===== src/common/seqPkg.sv =====
`default_nettype none

package seqPkg;

    //////////////////////////////////////////////////////////////////////
    // encodings
    //////////////////////////////////////////////////////////////////////

    // alu opcodes, carried in CTRL bits 3:1
    typedef enum logic [2:0] {
        aluAdd = 3'd0,
        aluSub = 3'd1,
        aluAnd = 3'd2,
        aluOr  = 3'd3,
        aluXor = 3'd4
    } aluOp_t;

    // sequencer states
    typedef enum logic [2:0] {
        stIdle  = 3'd0,
        stSeed0 = 3'd1,
        stSeed1 = 3'd2,
        stStep  = 3'd3,
        stDone  = 3'd4
    } seqState_t;

    //////////////////////////////////////////////////////////////////////
    // bus and flag bundles
    //////////////////////////////////////////////////////////////////////

    // host request side of the apb port
    typedef struct packed {
        logic        psel;
        logic        penable;
        logic        pwrite;
        logic [7:0]  paddr;
        logic [31:0] pwdata;
    } apbReq_t;

    // response, zero wait states so just read data
    typedef struct packed {
        logic [31:0] prdata;
    } apbRsp_t;

    // carry is the borrow on subtract, 0 for logic ops
    // low is the unsigned compare opA < opB
    typedef struct packed {
        logic carry;
        logic zero;
        logic negative;
        logic low;
    } aluFlags_t;

    //////////////////////////////////////////////////////////////////////
    // address map
    //////////////////////////////////////////////////////////////////////

    localparam logic [7:0] AddrCtrl    = 8'h00;
    localparam logic [7:0] AddrCount   = 8'h04;
    localparam logic [7:0] AddrSeed0   = 8'h08;
    localparam logic [7:0] AddrSeed1   = 8'h0C;
    localparam logic [7:0] AddrStatus  = 8'h10;
    // register i sits at base + 4*i
    localparam logic [7:0] AddrRegBase = 8'h40;

endpackage

`default_nettype wire


===== src/datapath/seqAlu.sv =====
`default_nettype none

module seqAlu #(
    parameter int DataWidth = 16
) (
    input  logic [DataWidth-1:0] opA,
    input  logic [DataWidth-1:0] opB,
    input  seqPkg::aluOp_t       opcode,
    output logic [DataWidth-1:0] result,
    output seqPkg::aluFlags_t    flags
);

    import seqPkg::*;

    // one extra bit on top for carry or borrow
    logic [DataWidth:0] wide;

    always_comb begin
        case (opcode)
            aluAdd: wide = {1'b0, opA} + {1'b0, opB};
            // top bit set when opA < opB, i.e. a borrow
            aluSub: wide = {1'b0, opA} - {1'b0, opB};
            aluAnd: wide = {1'b0, opA & opB};
            aluOr:  wide = {1'b0, opA | opB};
            aluXor: wide = {1'b0, opA ^ opB};
            // unused encodings give zero
            default: wide = '0;
        endcase
    end

    assign result = wide[DataWidth-1:0];

    // logic ops leave the top bit clear so carry reads 0
    assign flags.carry    = wide[DataWidth];
    assign flags.zero     = (result == '0);
    assign flags.negative = result[DataWidth-1];
    assign flags.low      = (opA < opB);

endmodule

`default_nettype wire


===== src/datapath/regFile.sv =====
`default_nettype none

module regFile #(
    parameter  int DataWidth = 16,
    parameter  int NumRegs   = 16,
    localparam int AddrWidth = $clog2(NumRegs)
) (
    input  logic                 clk,
    input  logic                 rstN,
    input  logic [AddrWidth-1:0] rdAddrA,
    input  logic [AddrWidth-1:0] rdAddrB,
    output logic [DataWidth-1:0] rdDataA,
    output logic [DataWidth-1:0] rdDataB,
    input  logic [AddrWidth-1:0] hostRdAddr,
    output logic [DataWidth-1:0] hostRdData,
    input  logic [AddrWidth-1:0] wrAddr,
    input  logic                 wrEn,
    input  logic [DataWidth-1:0] wrData
);

    logic [DataWidth-1:0] regs [NumRegs];

    // async reads, same-cycle write shows up next cycle
    assign rdDataA    = regs[rdAddrA];
    assign rdDataB    = regs[rdAddrB];
    assign hostRdData = regs[hostRdAddr];

    always_ff @(posedge clk or negedge rstN) begin
        if (!rstN) begin
            // whole file starts cleared
            for (int i = 0; i < NumRegs; i++) begin
                regs[i] <= '0;
            end
        end else if (wrEn) begin
            regs[wrAddr] <= wrData;
        end
    end

endmodule

`default_nettype wire


===== src/datapath/flagRegister.sv =====
`default_nettype none

module flagRegister (
    input  logic              clk,
    input  logic              rstN,
    input  logic              flagCapture,
    input  logic              clearFlags,
    input  seqPkg::aluFlags_t flagsIn,
    output seqPkg::aluFlags_t lastFlags,
    output logic              stickyCarry
);

    always_ff @(posedge clk or negedge rstN) begin
        if (!rstN) begin
            lastFlags   <= '0;
            stickyCarry <= 1'b0;
        end else if (clearFlags) begin
            // new run starts clean
            lastFlags   <= '0;
            stickyCarry <= 1'b0;
        end else if (flagCapture) begin
            lastFlags   <= flagsIn;
            // any carry during the run sticks
            stickyCarry <= stickyCarry | flagsIn.carry;
        end
    end

endmodule

`default_nettype wire


===== src/hw/seqCtrl.sv =====
`default_nettype none

module seqCtrl #(
    parameter  int NumRegs    = 16,
    localparam int AddrWidth  = $clog2(NumRegs),
    localparam int CountWidth = $clog2(NumRegs + 1)
) (
    input  logic                  clk,
    input  logic                  rstN,
    input  logic                  startPulse,
    input  logic [CountWidth-1:0] termCount,
    output logic [AddrWidth-1:0]  rdAddrA,
    output logic [AddrWidth-1:0]  rdAddrB,
    output logic [AddrWidth-1:0]  wrAddr,
    output logic                  wrEn,
    output logic                  wrSelSeed,
    output logic                  seedSel,
    output logic                  flagCapture,
    output logic                  clearFlags,
    output logic                  busy,
    output logic                  done
);

    import seqPkg::*;

    seqState_t            state;
    seqState_t            stateNext;
    // index of the term being written in stStep
    logic [AddrWidth-1:0] idx;
    logic                 startAccept;
    logic                 lastStep;

    // start only counts when no run is in flight
    assign startAccept = startPulse && (state == stIdle || state == stDone);
    // final term is index termCount-1
    assign lastStep    = (CountWidth'(idx) + 1'b1) == termCount;
    // sticky carry covers one run only
    assign clearFlags  = startAccept;

    assign busy = (state == stSeed0) || (state == stSeed1) || (state == stStep);
    assign done = (state == stDone);

    //////////////////////////////////////////////////////////////////////
    // state and index
    //////////////////////////////////////////////////////////////////////

    always_comb begin
        stateNext = state;
        case (state)
            stIdle, stDone: begin
                if (startAccept) begin
                    stateNext = stSeed0;
                end
            end
            stSeed0: stateNext = stSeed1;
            // count of 2 means seeds only
            stSeed1: stateNext = (termCount > CountWidth'(2)) ? stStep : stDone;
            stStep: begin
                if (lastStep) begin
                    stateNext = stDone;
                end
            end
            default: stateNext = stIdle;
        endcase
    end

    always_ff @(posedge clk or negedge rstN) begin
        if (!rstN) begin
            state <= stIdle;
            idx   <= '0;
        end else begin
            state <= stateNext;
            if (startAccept) begin
                idx <= AddrWidth'(2);
            end else if (state == stStep && !lastStep) begin
                idx <= idx + 1'b1;
            end
        end
    end

    //////////////////////////////////////////////////////////////////////
    // datapath control
    //////////////////////////////////////////////////////////////////////

    always_comb begin
        // opA is the previous term, opB the one before
        rdAddrA     = idx - AddrWidth'(1);
        rdAddrB     = idx - AddrWidth'(2);
        wrAddr      = idx;
        wrEn        = 1'b0;
        wrSelSeed   = 1'b0;
        seedSel     = 1'b0;
        flagCapture = 1'b0;
        case (state)
            stSeed0: begin
                wrEn      = 1'b1;
                wrSelSeed = 1'b1;
                wrAddr    = '0;
            end
            stSeed1: begin
                wrEn      = 1'b1;
                wrSelSeed = 1'b1;
                seedSel   = 1'b1;
                wrAddr    = AddrWidth'(1);
            end
            stStep: begin
                wrEn        = 1'b1;
                flagCapture = 1'b1;
            end
            default: ;
        endcase
    end

    // a run writes 0, 1, 2 ... back to back until its last term
    wrContiguous: assert property (@(posedge clk) disable iff (!rstN)
        wrEn && ((CountWidth'(wrAddr) + 1'b1) != termCount)
        |=> wrEn && (wrAddr == $past(wrAddr) + 1'b1));

    // write index never passes the programmed count
    wrAddrInRange: assert property (@(posedge clk) disable iff (!rstN)
        wrEn |-> (CountWidth'(wrAddr) < termCount));

endmodule

`default_nettype wire


===== src/hw/apbCtrlRegs.sv =====
`default_nettype none

module apbCtrlRegs #(
    parameter  int DataWidth  = 16,
    parameter  int NumRegs    = 16,
    localparam int AddrWidth  = $clog2(NumRegs),
    localparam int CountWidth = $clog2(NumRegs + 1)
) (
    input  logic                  clk,
    input  logic                  rstN,
    input  seqPkg::apbReq_t       apbReq,
    output seqPkg::apbRsp_t       apbRsp,
    output logic                  startPulse,
    output seqPkg::aluOp_t        opcode,
    output logic [CountWidth-1:0] termCount,
    output logic [DataWidth-1:0]  seed0,
    output logic [DataWidth-1:0]  seed1,
    output logic [AddrWidth-1:0]  hostRdAddr,
    input  logic [DataWidth-1:0]  hostRdData,
    input  logic                  busy,
    input  logic                  done,
    input  seqPkg::aluFlags_t     lastFlags,
    input  logic                  stickyCarry
);

    import seqPkg::*;

    logic       wrAccess;
    logic       cfgWr;
    logic [7:0] regOffset;
    logic       inWindow;

    // clamp a COUNT write into 2..NumRegs
    function automatic logic [CountWidth-1:0] satCount(input logic [31:0] value);
        if (value < 32'd2) begin
            return CountWidth'(2);
        end
        if (value > NumRegs) begin
            return CountWidth'(NumRegs);
        end
        return value[CountWidth-1:0];
    endfunction

    //////////////////////////////////////////////////////////////////////
    // write side
    //////////////////////////////////////////////////////////////////////

    // transfer lands in the access phase, no wait states
    assign wrAccess = apbReq.psel && apbReq.penable && apbReq.pwrite;
    // config is frozen while a run is in flight
    assign cfgWr    = wrAccess && !busy;

    // start bit is write only, one access cycle wide
    assign startPulse = cfgWr && (apbReq.paddr == AddrCtrl) && apbReq.pwdata[0];

    always_ff @(posedge clk or negedge rstN) begin
        if (!rstN) begin
            opcode    <= aluAdd;
            termCount <= CountWidth'(2);
            seed0     <= '0;
            seed1     <= '0;
        end else if (cfgWr) begin
            case (apbReq.paddr)
                AddrCtrl:  opcode    <= aluOp_t'(apbReq.pwdata[3:1]);
                AddrCount: termCount <= satCount(apbReq.pwdata);
                AddrSeed0: seed0     <= apbReq.pwdata[DataWidth-1:0];
                AddrSeed1: seed1     <= apbReq.pwdata[DataWidth-1:0];
                default: ;
            endcase
        end
    end

    //////////////////////////////////////////////////////////////////////
    // read side
    //////////////////////////////////////////////////////////////////////

    // register window decode, low two address bits ignored
    assign regOffset  = apbReq.paddr - AddrRegBase;
    assign inWindow   = (apbReq.paddr >= AddrRegBase) && (int'(regOffset) < 4 * NumRegs);
    assign hostRdAddr = regOffset[AddrWidth+1:2];

    always_comb begin
        apbRsp.prdata = '0;
        if (inWindow) begin
            apbRsp.prdata = 32'(hostRdData);
        end else begin
            case (apbReq.paddr)
                // start reads back as 0
                AddrCtrl:   apbRsp.prdata = 32'({opcode, 1'b0});
                AddrCount:  apbRsp.prdata = 32'(termCount);
                AddrSeed0:  apbRsp.prdata = 32'(seed0);
                AddrSeed1:  apbRsp.prdata = 32'(seed1);
                // busy, done, flags 5:2, sticky carry
                AddrStatus: apbRsp.prdata = 32'({stickyCarry, lastFlags, done, busy});
                default: ;
            endcase
        end
    end

    // legal apb never has two access phases back to back
    startSingle: assert property (@(posedge clk) disable iff (!rstN)
        startPulse |=> !startPulse);

endmodule

`default_nettype wire


===== src/hw/seqTop.sv =====
`default_nettype none

module seqTop #(
    parameter int DataWidth = 16,
    parameter int NumRegs   = 16
) (
    input  logic            clk,
    input  logic            rstN,
    input  seqPkg::apbReq_t apbReq,
    output seqPkg::apbRsp_t apbRsp,
    output logic            done
);

    import seqPkg::*;

    localparam int AddrWidth  = $clog2(NumRegs);
    localparam int CountWidth = $clog2(NumRegs + 1);

    // host control
    logic                  startPulse;
    aluOp_t                opcode;
    logic [CountWidth-1:0] termCount;
    logic [DataWidth-1:0]  seed0;
    logic [DataWidth-1:0]  seed1;
    logic [AddrWidth-1:0]  hostRdAddr;
    logic [DataWidth-1:0]  hostRdData;

    // sequencer outputs
    logic [AddrWidth-1:0]  rdAddrA;
    logic [AddrWidth-1:0]  rdAddrB;
    logic [AddrWidth-1:0]  wrAddr;
    logic                  wrEn;
    logic                  wrSelSeed;
    logic                  seedSel;
    logic                  flagCapture;
    logic                  clearFlags;
    logic                  busy;

    // datapath
    logic [DataWidth-1:0]  rdDataA;
    logic [DataWidth-1:0]  rdDataB;
    logic [DataWidth-1:0]  aluResult;
    logic [DataWidth-1:0]  wrData;
    aluFlags_t             aluFlags;
    aluFlags_t             lastFlags;
    logic                  stickyCarry;

    // write bus, seeds during the first two cycles then alu
    assign wrData = wrSelSeed ? (seedSel ? seed1 : seed0) : aluResult;

    apbCtrlRegs #(
        .DataWidth (DataWidth),
        .NumRegs   (NumRegs)
    ) apbCtrlRegs_i (
        .clk, .rstN, .apbReq, .apbRsp, .startPulse, .opcode, .termCount,
        .seed0, .seed1, .hostRdAddr, .hostRdData, .busy, .done,
        .lastFlags, .stickyCarry
    );

    seqCtrl #(
        .NumRegs (NumRegs)
    ) seqCtrl_i (
        .clk, .rstN, .startPulse, .termCount, .rdAddrA, .rdAddrB, .wrAddr,
        .wrEn, .wrSelSeed, .seedSel, .flagCapture, .clearFlags, .busy, .done
    );

    regFile #(
        .DataWidth (DataWidth),
        .NumRegs   (NumRegs)
    ) regFile_i (
        .clk, .rstN, .rdAddrA, .rdAddrB, .rdDataA, .rdDataB,
        .hostRdAddr, .hostRdData, .wrAddr, .wrEn, .wrData
    );

    seqAlu #(
        .DataWidth (DataWidth)
    ) seqAlu_i (
        .opA    (rdDataA),
        .opB    (rdDataB),
        .opcode (opcode),
        .result (aluResult),
        .flags  (aluFlags)
    );

    flagRegister flagRegister_i (
        .clk, .rstN, .flagCapture, .clearFlags,
        .flagsIn (aluFlags),
        .lastFlags, .stickyCarry
    );

endmodule

`default_nettype wire


===== config.mk =====
export PLATFORM = sky130hd
export DESIGN_NAME = seqTop
export DESIGN_NICKNAME = d
export VERILOG_FILES = /design/src/common/seqPkg.sv /design/src/datapath/seqAlu.sv /design/src/datapath/regFile.sv /design/src/datapath/flagRegister.sv /design/src/hw/seqCtrl.sv /design/src/hw/apbCtrlRegs.sv /design/src/hw/seqTop.sv
export SDC_FILE = /design/constraint.sdc
export NUM_CORES = 1
export LEC_CHECK = 0
export BUFFER_PORTS_ARGS = -buffer_cell sky130_fd_sc_hd__buf_2
export CAP_MARGIN = 0
export CORE_UTILIZATION = 55
export CTS_CLUSTER_DIAMETER = 60
export CTS_CLUSTER_SIZE = 12
export DETAILED_ROUTE_END_ITERATION = 16
export PLACE_DENSITY = 0.83
export SLEW_MARGIN = 15
export SYNTH_ARGS = -nofsm -noshare
export SYNTH_HDL_FRONTEND = slang
export SYNTH_SLANG_ARGS = --single-unit

===== constraint.sdc =====
create_clock -name clk -period 6.4 [get_ports clk]
set_input_delay 0 -clock clk [delete_from_list [all_inputs] [get_ports clk]]
set_output_delay 0 -clock clk [all_outputs]
set_load 0.03 [all_outputs]

---- Word-level counts from Yosys, hierarchy flattened ----
Cells that the tools add are included.
word-level totals
  flip-flop bits (word level) ............. 308
  bits of input ports ..................... 45
  output and inout bits ................... 33
  logic and storage cells ................. 139
cells by class
  add/sub/neg operators ................... 7
  $lt $le $gt $ge ......................... 11
  eq/ne operators ......................... 15
  muxes and demuxes ....................... 43
  bitwise logic cells ..................... 8
  reduce and logical (&&, ||, !) cells .... 28
operators by type and width
  kind                 number
  $bwmux 256           1
  $bmux 16 s4          3
  $mux 16              9
  $pmux 17 s5          1
  $pmux 16 s5          1
  $demux 16 s4         1
  $gt 32x5->1 const B  1
  $lt 32x2->1 const B  1
  $mux 32              1
  $ge 5x5->1 const B   4
  $mux 5               4
  $not 4->5            4
  $add 16x16->17       1
  $sub 16x16->17       1
  $and 16x16->16       1
  $eq 8x4->1 const B   2
  $logic_not 16->1     1
  $lt 16x16->1         1
  $mux 4               4
  $or 16x16->16        1
  $xor 16x16->16       1
  $mux 1               13
  $eq 3x2->1 const B   4
  $pmux 3 s4           1
  other kinds (28)     50

---- Logic depth before layout (Yosys ltp) ----
  depth in word-level cells ............... 11
  depth in mapped cells ................... 22
  mapped depth without buffers ............ 19

---- Modules after synthesis ----
Synthesis repeated with hierarchy kept, for this count alone.
second synthesis, totals
  cells, all modules ...................... 1738
  area total of the unflattened synthesis .. 21570.7 µm²
modules (own cells, without submodules)
  module        instances  cells each  area an instance (µm²)  sequential area each (µm²)
  regFile       1          986         15312.2                 6406.1
  seqAlu        1          401         2757.6                  0.0
  apbCtrlRegs   1          201         2302.2                  1002.2
  seqCtrl       1          81          653.1                   175.2
  seqTop        1          53          345.3                   0.0
  flagRegister  1          16          200.2                   125.1

---- Worst setup path after synthesis ----
No wires, ideal clock.
  path type ............................... reg2reg
  from .................................... register seqCtrl_i.idx[0]
  to ...................................... register regFile_i.regs[239] (netlist bit)
  setup time .............................. 0.082 ns
  arrival ................................. 5.063 ns
  required time ........................... 6.318 ns
  slack ................................... 1.255 ns
  cell stages (with the launch flop) ...... 18
  buffers on the path ..................... 5
  period minus slack after synthesis ...... 5.145 ns
  path through ............................ dfrtp_1 -> clkbuf_1 -> inv_1 -> ha_1 -> buf_1 -> clkbuf_1 -> mux4_2 -> mux4_2 -> ha_1 -> buf_4 -> nor4_1 -> o21bai_1 -> a41o_1 -> a31oi_1 -> mux2_2 -> a31o_2 -> clkbuf_2 -> a31oi_1
on the way
  longest elaborated chain between the ends .. 9
  elaborated cells between the ends (all ways) .. 25
  classes of those cells .................. 4 x add/sub; 2 x order compare; 12 x mux; 6 x bitwise; 1 x reduce/logical
RTL lines
  element                                            line                          source
  start: declaration                                 seqCtrl.sv:29                 logic [AddrWidth-1:0] idx;
  start signal: assignment                           seqCtrl.sv:74                 idx <= AddrWidth'(2);
  start signal: assignment                           seqCtrl.sv:76                 idx <= idx + 1'b1;
  $sub 4x1->4 / $sub 4x2->4 (equally long branches)  seqCtrl.sv:87, seqCtrl.sv:88
  $not 4->5 (on tied branches)                       regFile.sv:24, regFile.sv:25
  $bmux 16 s4 (on tied branches)                     regFile.sv:24, regFile.sv:25
  $mux 16 (on tied branches) (2 in series)           regFile.sv:24, regFile.sv:25
  $sub 16x16->17 (tied with other cells)             seqAlu.sv:22                  aluSub: wide = {1'b0, opA} - {1'b0, opB};
  $pmux 17 s5                                        seqAlu.sv:19                  case (opcode)
  $mux 16                                            seqTop.sv:49                  assign wrData = wrSelSeed ? (seedSel ? seed1 : seed0) : aluResult;
  $bwmux 256 (*)                                     regFile.sv:35                 regs[wrAddr] <= wrData;
  end signal: indexed assignment                     regFile.sv:35
  end: declaration                                   regFile.sv:21                 logic [DataWidth-1:0] regs [NumRegs];
Mark *: on every way between the ends. The rest lies on a longest branch, timed or not. The select of a mux whose other input is x is not followed.
A chain may end at the register's enable or synchronous reset.

---- Final worst setup path ----
  from .................................... register seqCtrl_i.idx[2]
  to ...................................... register regFile_i.regs[88] (netlist bit)
Same word-level chain as after synthesis.

==> qor.yml <==
synth:
  synthTopCellsByArea: "dfrtp_1 37%, mux4_2 26%, o21ai_0 7.0%"
  synth.distinct_cells: 77
  yosysMostFrequentCell: "nand2_1"
  async_flop_share_pct: 100
  syn-cell-area_sq_mm: 0.0207
  avgSynthCellArea_sq_um: 10.7
  synth-main-ff-cell: "dfrtp_1"
  synth-seq-cells: 308
  seq_area_frac_synth_pct: 37.3
  synth_top_area_share_pct: 37.2
  syn_inst: 1925
  yosysWarnings: 0
  yosys.area.top_type: "dfrtp_1"
  synth_edf_count: 0
  synth_common_cells: "312 x nand2_1, 307 x dfrtp_1, 288 x o21ai_0"
status:
  status: "complete, but fails checks"
  violations: "negative hold slack"
floorplan:
  core_sq_mm: 0.0368
  rows: 70
  die_w_um: 196
  io_pins: 78
  start_util_pct: 56.2
  die_area_sq_mm: 0.0383
  die_h_um: 196
placement:
  io_buffers: 61
  placed_cells: 2337
  place_ws_ns: 0.669
  dp_hpwl_um: 44400
  gp_congestion: 0.978
global_route:
  gr-usage-all-layers_pct: 36.3
  grt_pass1_vias: 17700
  grt_pass1_wl_um: 104000
  overflow: 0
  antenna_found_initial: 2
  grt_max_degree: 82
routing:
  routed_wl_um: 68000
  ant_nets: 0
  drtIter0Drc: 2674
  drc: 0
  dr.pass1.iters: 9
  wl_per_cell_um: 28.2
  vias: 17600
  viasPerCell: 7.31
timing:
  drv_slew: 0
  rsz0062_at_grt: "no"
  finalHoldViolations: 26
  final.setup.worst_slack_ns: 0.361
  fmax_mhz: 166
  fin_skew_ns: 0.0183
  slew_headroom_pct: 21.2
  hold_slack_ns: -0.0370
  worst_slew_pin_slew_ns: 1.18
  period_needed_ns: 6.04
  finalSetupViolations: 0
  final.period_utilization_pct: 94.4
  fin_tns_setup_ns: 0
clock_network:
  cts_made_buffers: 31
  clockRootBuffer: "clkbuf_16"
  clkLatencyLatePin_ns: 0.60
  clockBufferDepth: 3
  cts_tree: "done"
  cts.sinks: 308
  cts-resized-gates: 0
  path_clk_slew_ns: 0.07
  htreeDepth: 1
worst_setup_path:
  path_max_fanout: 16
  arrival_ns: 6.47
  critPathLaunchType: "flop"
  worst-setup-path-type: "flop to flop"
  required_ns: 6.83
  reg2reg_depth: 16
  reg2reg_setup_slack_ns: 0.36
  end_kind: "flop"
power:
  p_leak_nw: 9.27
  p_total_w: 0.00385
  powerDensity_mw_per_mm2: 172
  peakVddDrop_mv: 0.218
min_path:
  hold_path.class: "primary input to asynchronous set/reset pin"
final_layout:
  num-fill-cells: 2734
  syn_to_final_growth_pct: 8.42
  diodes: 0
  layout-drive-gt1-share_pct: 23.4
  final_cell_count_no_fill: 2412
  nets: 2028
flow_run:
  max-cap-violations: 0
metrics by stage:
step	utilization (%)	area (sq um)
2_1_floorplan	-	20700
3_3_place_gp	57.7	21200
3_5_place_dp	57.7	21200
4_1_cts	60.9	22400
5_1_grt	60.9	22400
6_report	60.9	22400
routing by layer:
metal	up-vias	global-route usage [%]	wire, um
li1	7126	-	-
met1	8704	44.5	22300
met2	1440	55.7	31100
met3	368	11.0	9260
met4	2	24.8	5310
met5	-	0	13
layout make-up:
type | instances | area (sq um) | area share, %
clock inverter | 7 | 70.1 | 0.313
tap | 468 | 586 | 2.61
sequential | 308 | 7720 | 34.5
multi-input combinational | 1389 | 12000 | 53.7
clock buffer | 42 | 817 | 3.65
inverter | 68 | 255 | 1.14
timing repair buffer | 130 | 928 | 4.15
cell usage in the layout, fill, tap and decap left out, types with 5 or more instances in the layout:
cell and count:
o21ai_1 5, a211oi_1 8, buf_4 43, nand2b_1 17, dlygate4sd3_1 26, nand3_1 21, dfrtp_1 305, nor2b_1 9
xnor2_1 7, o22ai_1 5, nor3_1 20, a222oi_1 7, conb_1 16, a21oi_1 63, a21o_1 12, and3_1 10
a22oi_1 10, a31oi_1 5, and2_1 11, ha_1 52, or3_1 6, inv_1 66, mux4_2 241, a22o_1 8
nand2_1 310, o31ai_1 8, o21bai_1 5, mux2_2 43, nor2_1 94, o21ai_0 288, clkbuf_16 31, clkbuf_1 11
nor4_1 11, buf_2 58, o211ai_1 14
report_power, final:
group	switching [W]	internal, W	total [W]
Combinational	0.000131	0.0000593	0.000190
Clock	0.000780	0.000925	0.00170
Sequential	0.00000476	0.00195	0.00196
final timing paths:
check	from	end
worst max-delay path	seqCtrl_i.idx[2]$_DFFE_PN0P_	regFile_i.regs[88]$_DFFE_PN0P_
worst min-delay path	rstN	regFile_i.regs[11]$_DFFE_PN0P_
worst max register to register	seqCtrl_i.idx[2]$_DFFE_PN0P_	regFile_i.regs[88]$_DFFE_PN0P_
worst min register to register	flagRegister_i.stickyCarry$_DFFE_PN0P_	flagRegister_i.stickyCarry$_DFFE_PN0P_
max in group asynchronous	rstN	seqCtrl_i.idx[1]$_DFFE_PN0P_
min in group clk	apbReq[41]	apbCtrlRegs_i.termCount[1]$_DFFE_PN1P_
sequential cells by signal (all words and copies together), names as in the netlist:
| register | count |
|---|---|
| regFile_i.regs | 256 |
| apbCtrlRegs_i.seed0 | 16 |
| apbCtrlRegs_i.seed1 | 16 |
| apbCtrlRegs_i.termCount | 5 |
| flagRegister_i.lastFlags | 4 |
| seqCtrl_i.idx | 4 |
| apbCtrlRegs_i.opcode | 3 |
| seqCtrl_i.state | 3 |
| flagRegister_i.stickyCarry | 1 |
logic make-up (layout without fill, tap and decap cells):
kind of cell,Yosys count,in the layout,share of synthesized area [%]
AO/OA/AOI/OAI,486,486,13.8
XOR/XNOR,12,12,0.509
adder cells (fa/ha/maj),55,55,3.40
buffers and inverters,243,247,5.00
flip-flops,308,308,37.3
multiplexers,288,288,28.8
other,1,16,0.0182
AND/OR/NAND/NOR,532,532,11.2
worst max-delay path, stage by stage, from the launching register on:
cell and delay (ns):
dfrtp_1 0.47, clkinv_1 0.31, ha_1 0.36, nand2_1 0.13, xor2_2 0.67, buf_4 0.36, mux4_2 0.37, ha_1 0.47
a21oi_1 0.36, nand2_1 0.15, o211ai_1 0.12, a21oi_1 0.10, xor2_1 0.16, a221oi_1 0.73, a211oi_1 0.19, a21oi_2 0.64
o21ai_0 0.24
what timing repair did:
item,4_1_cts,5_1_grt
hold buffers,26,0
endpoints found under the hold margin,124,0
buffers inserted,0,0
endpoints found under the setup margin,0,0
Power figures use the tool's default switching activity.
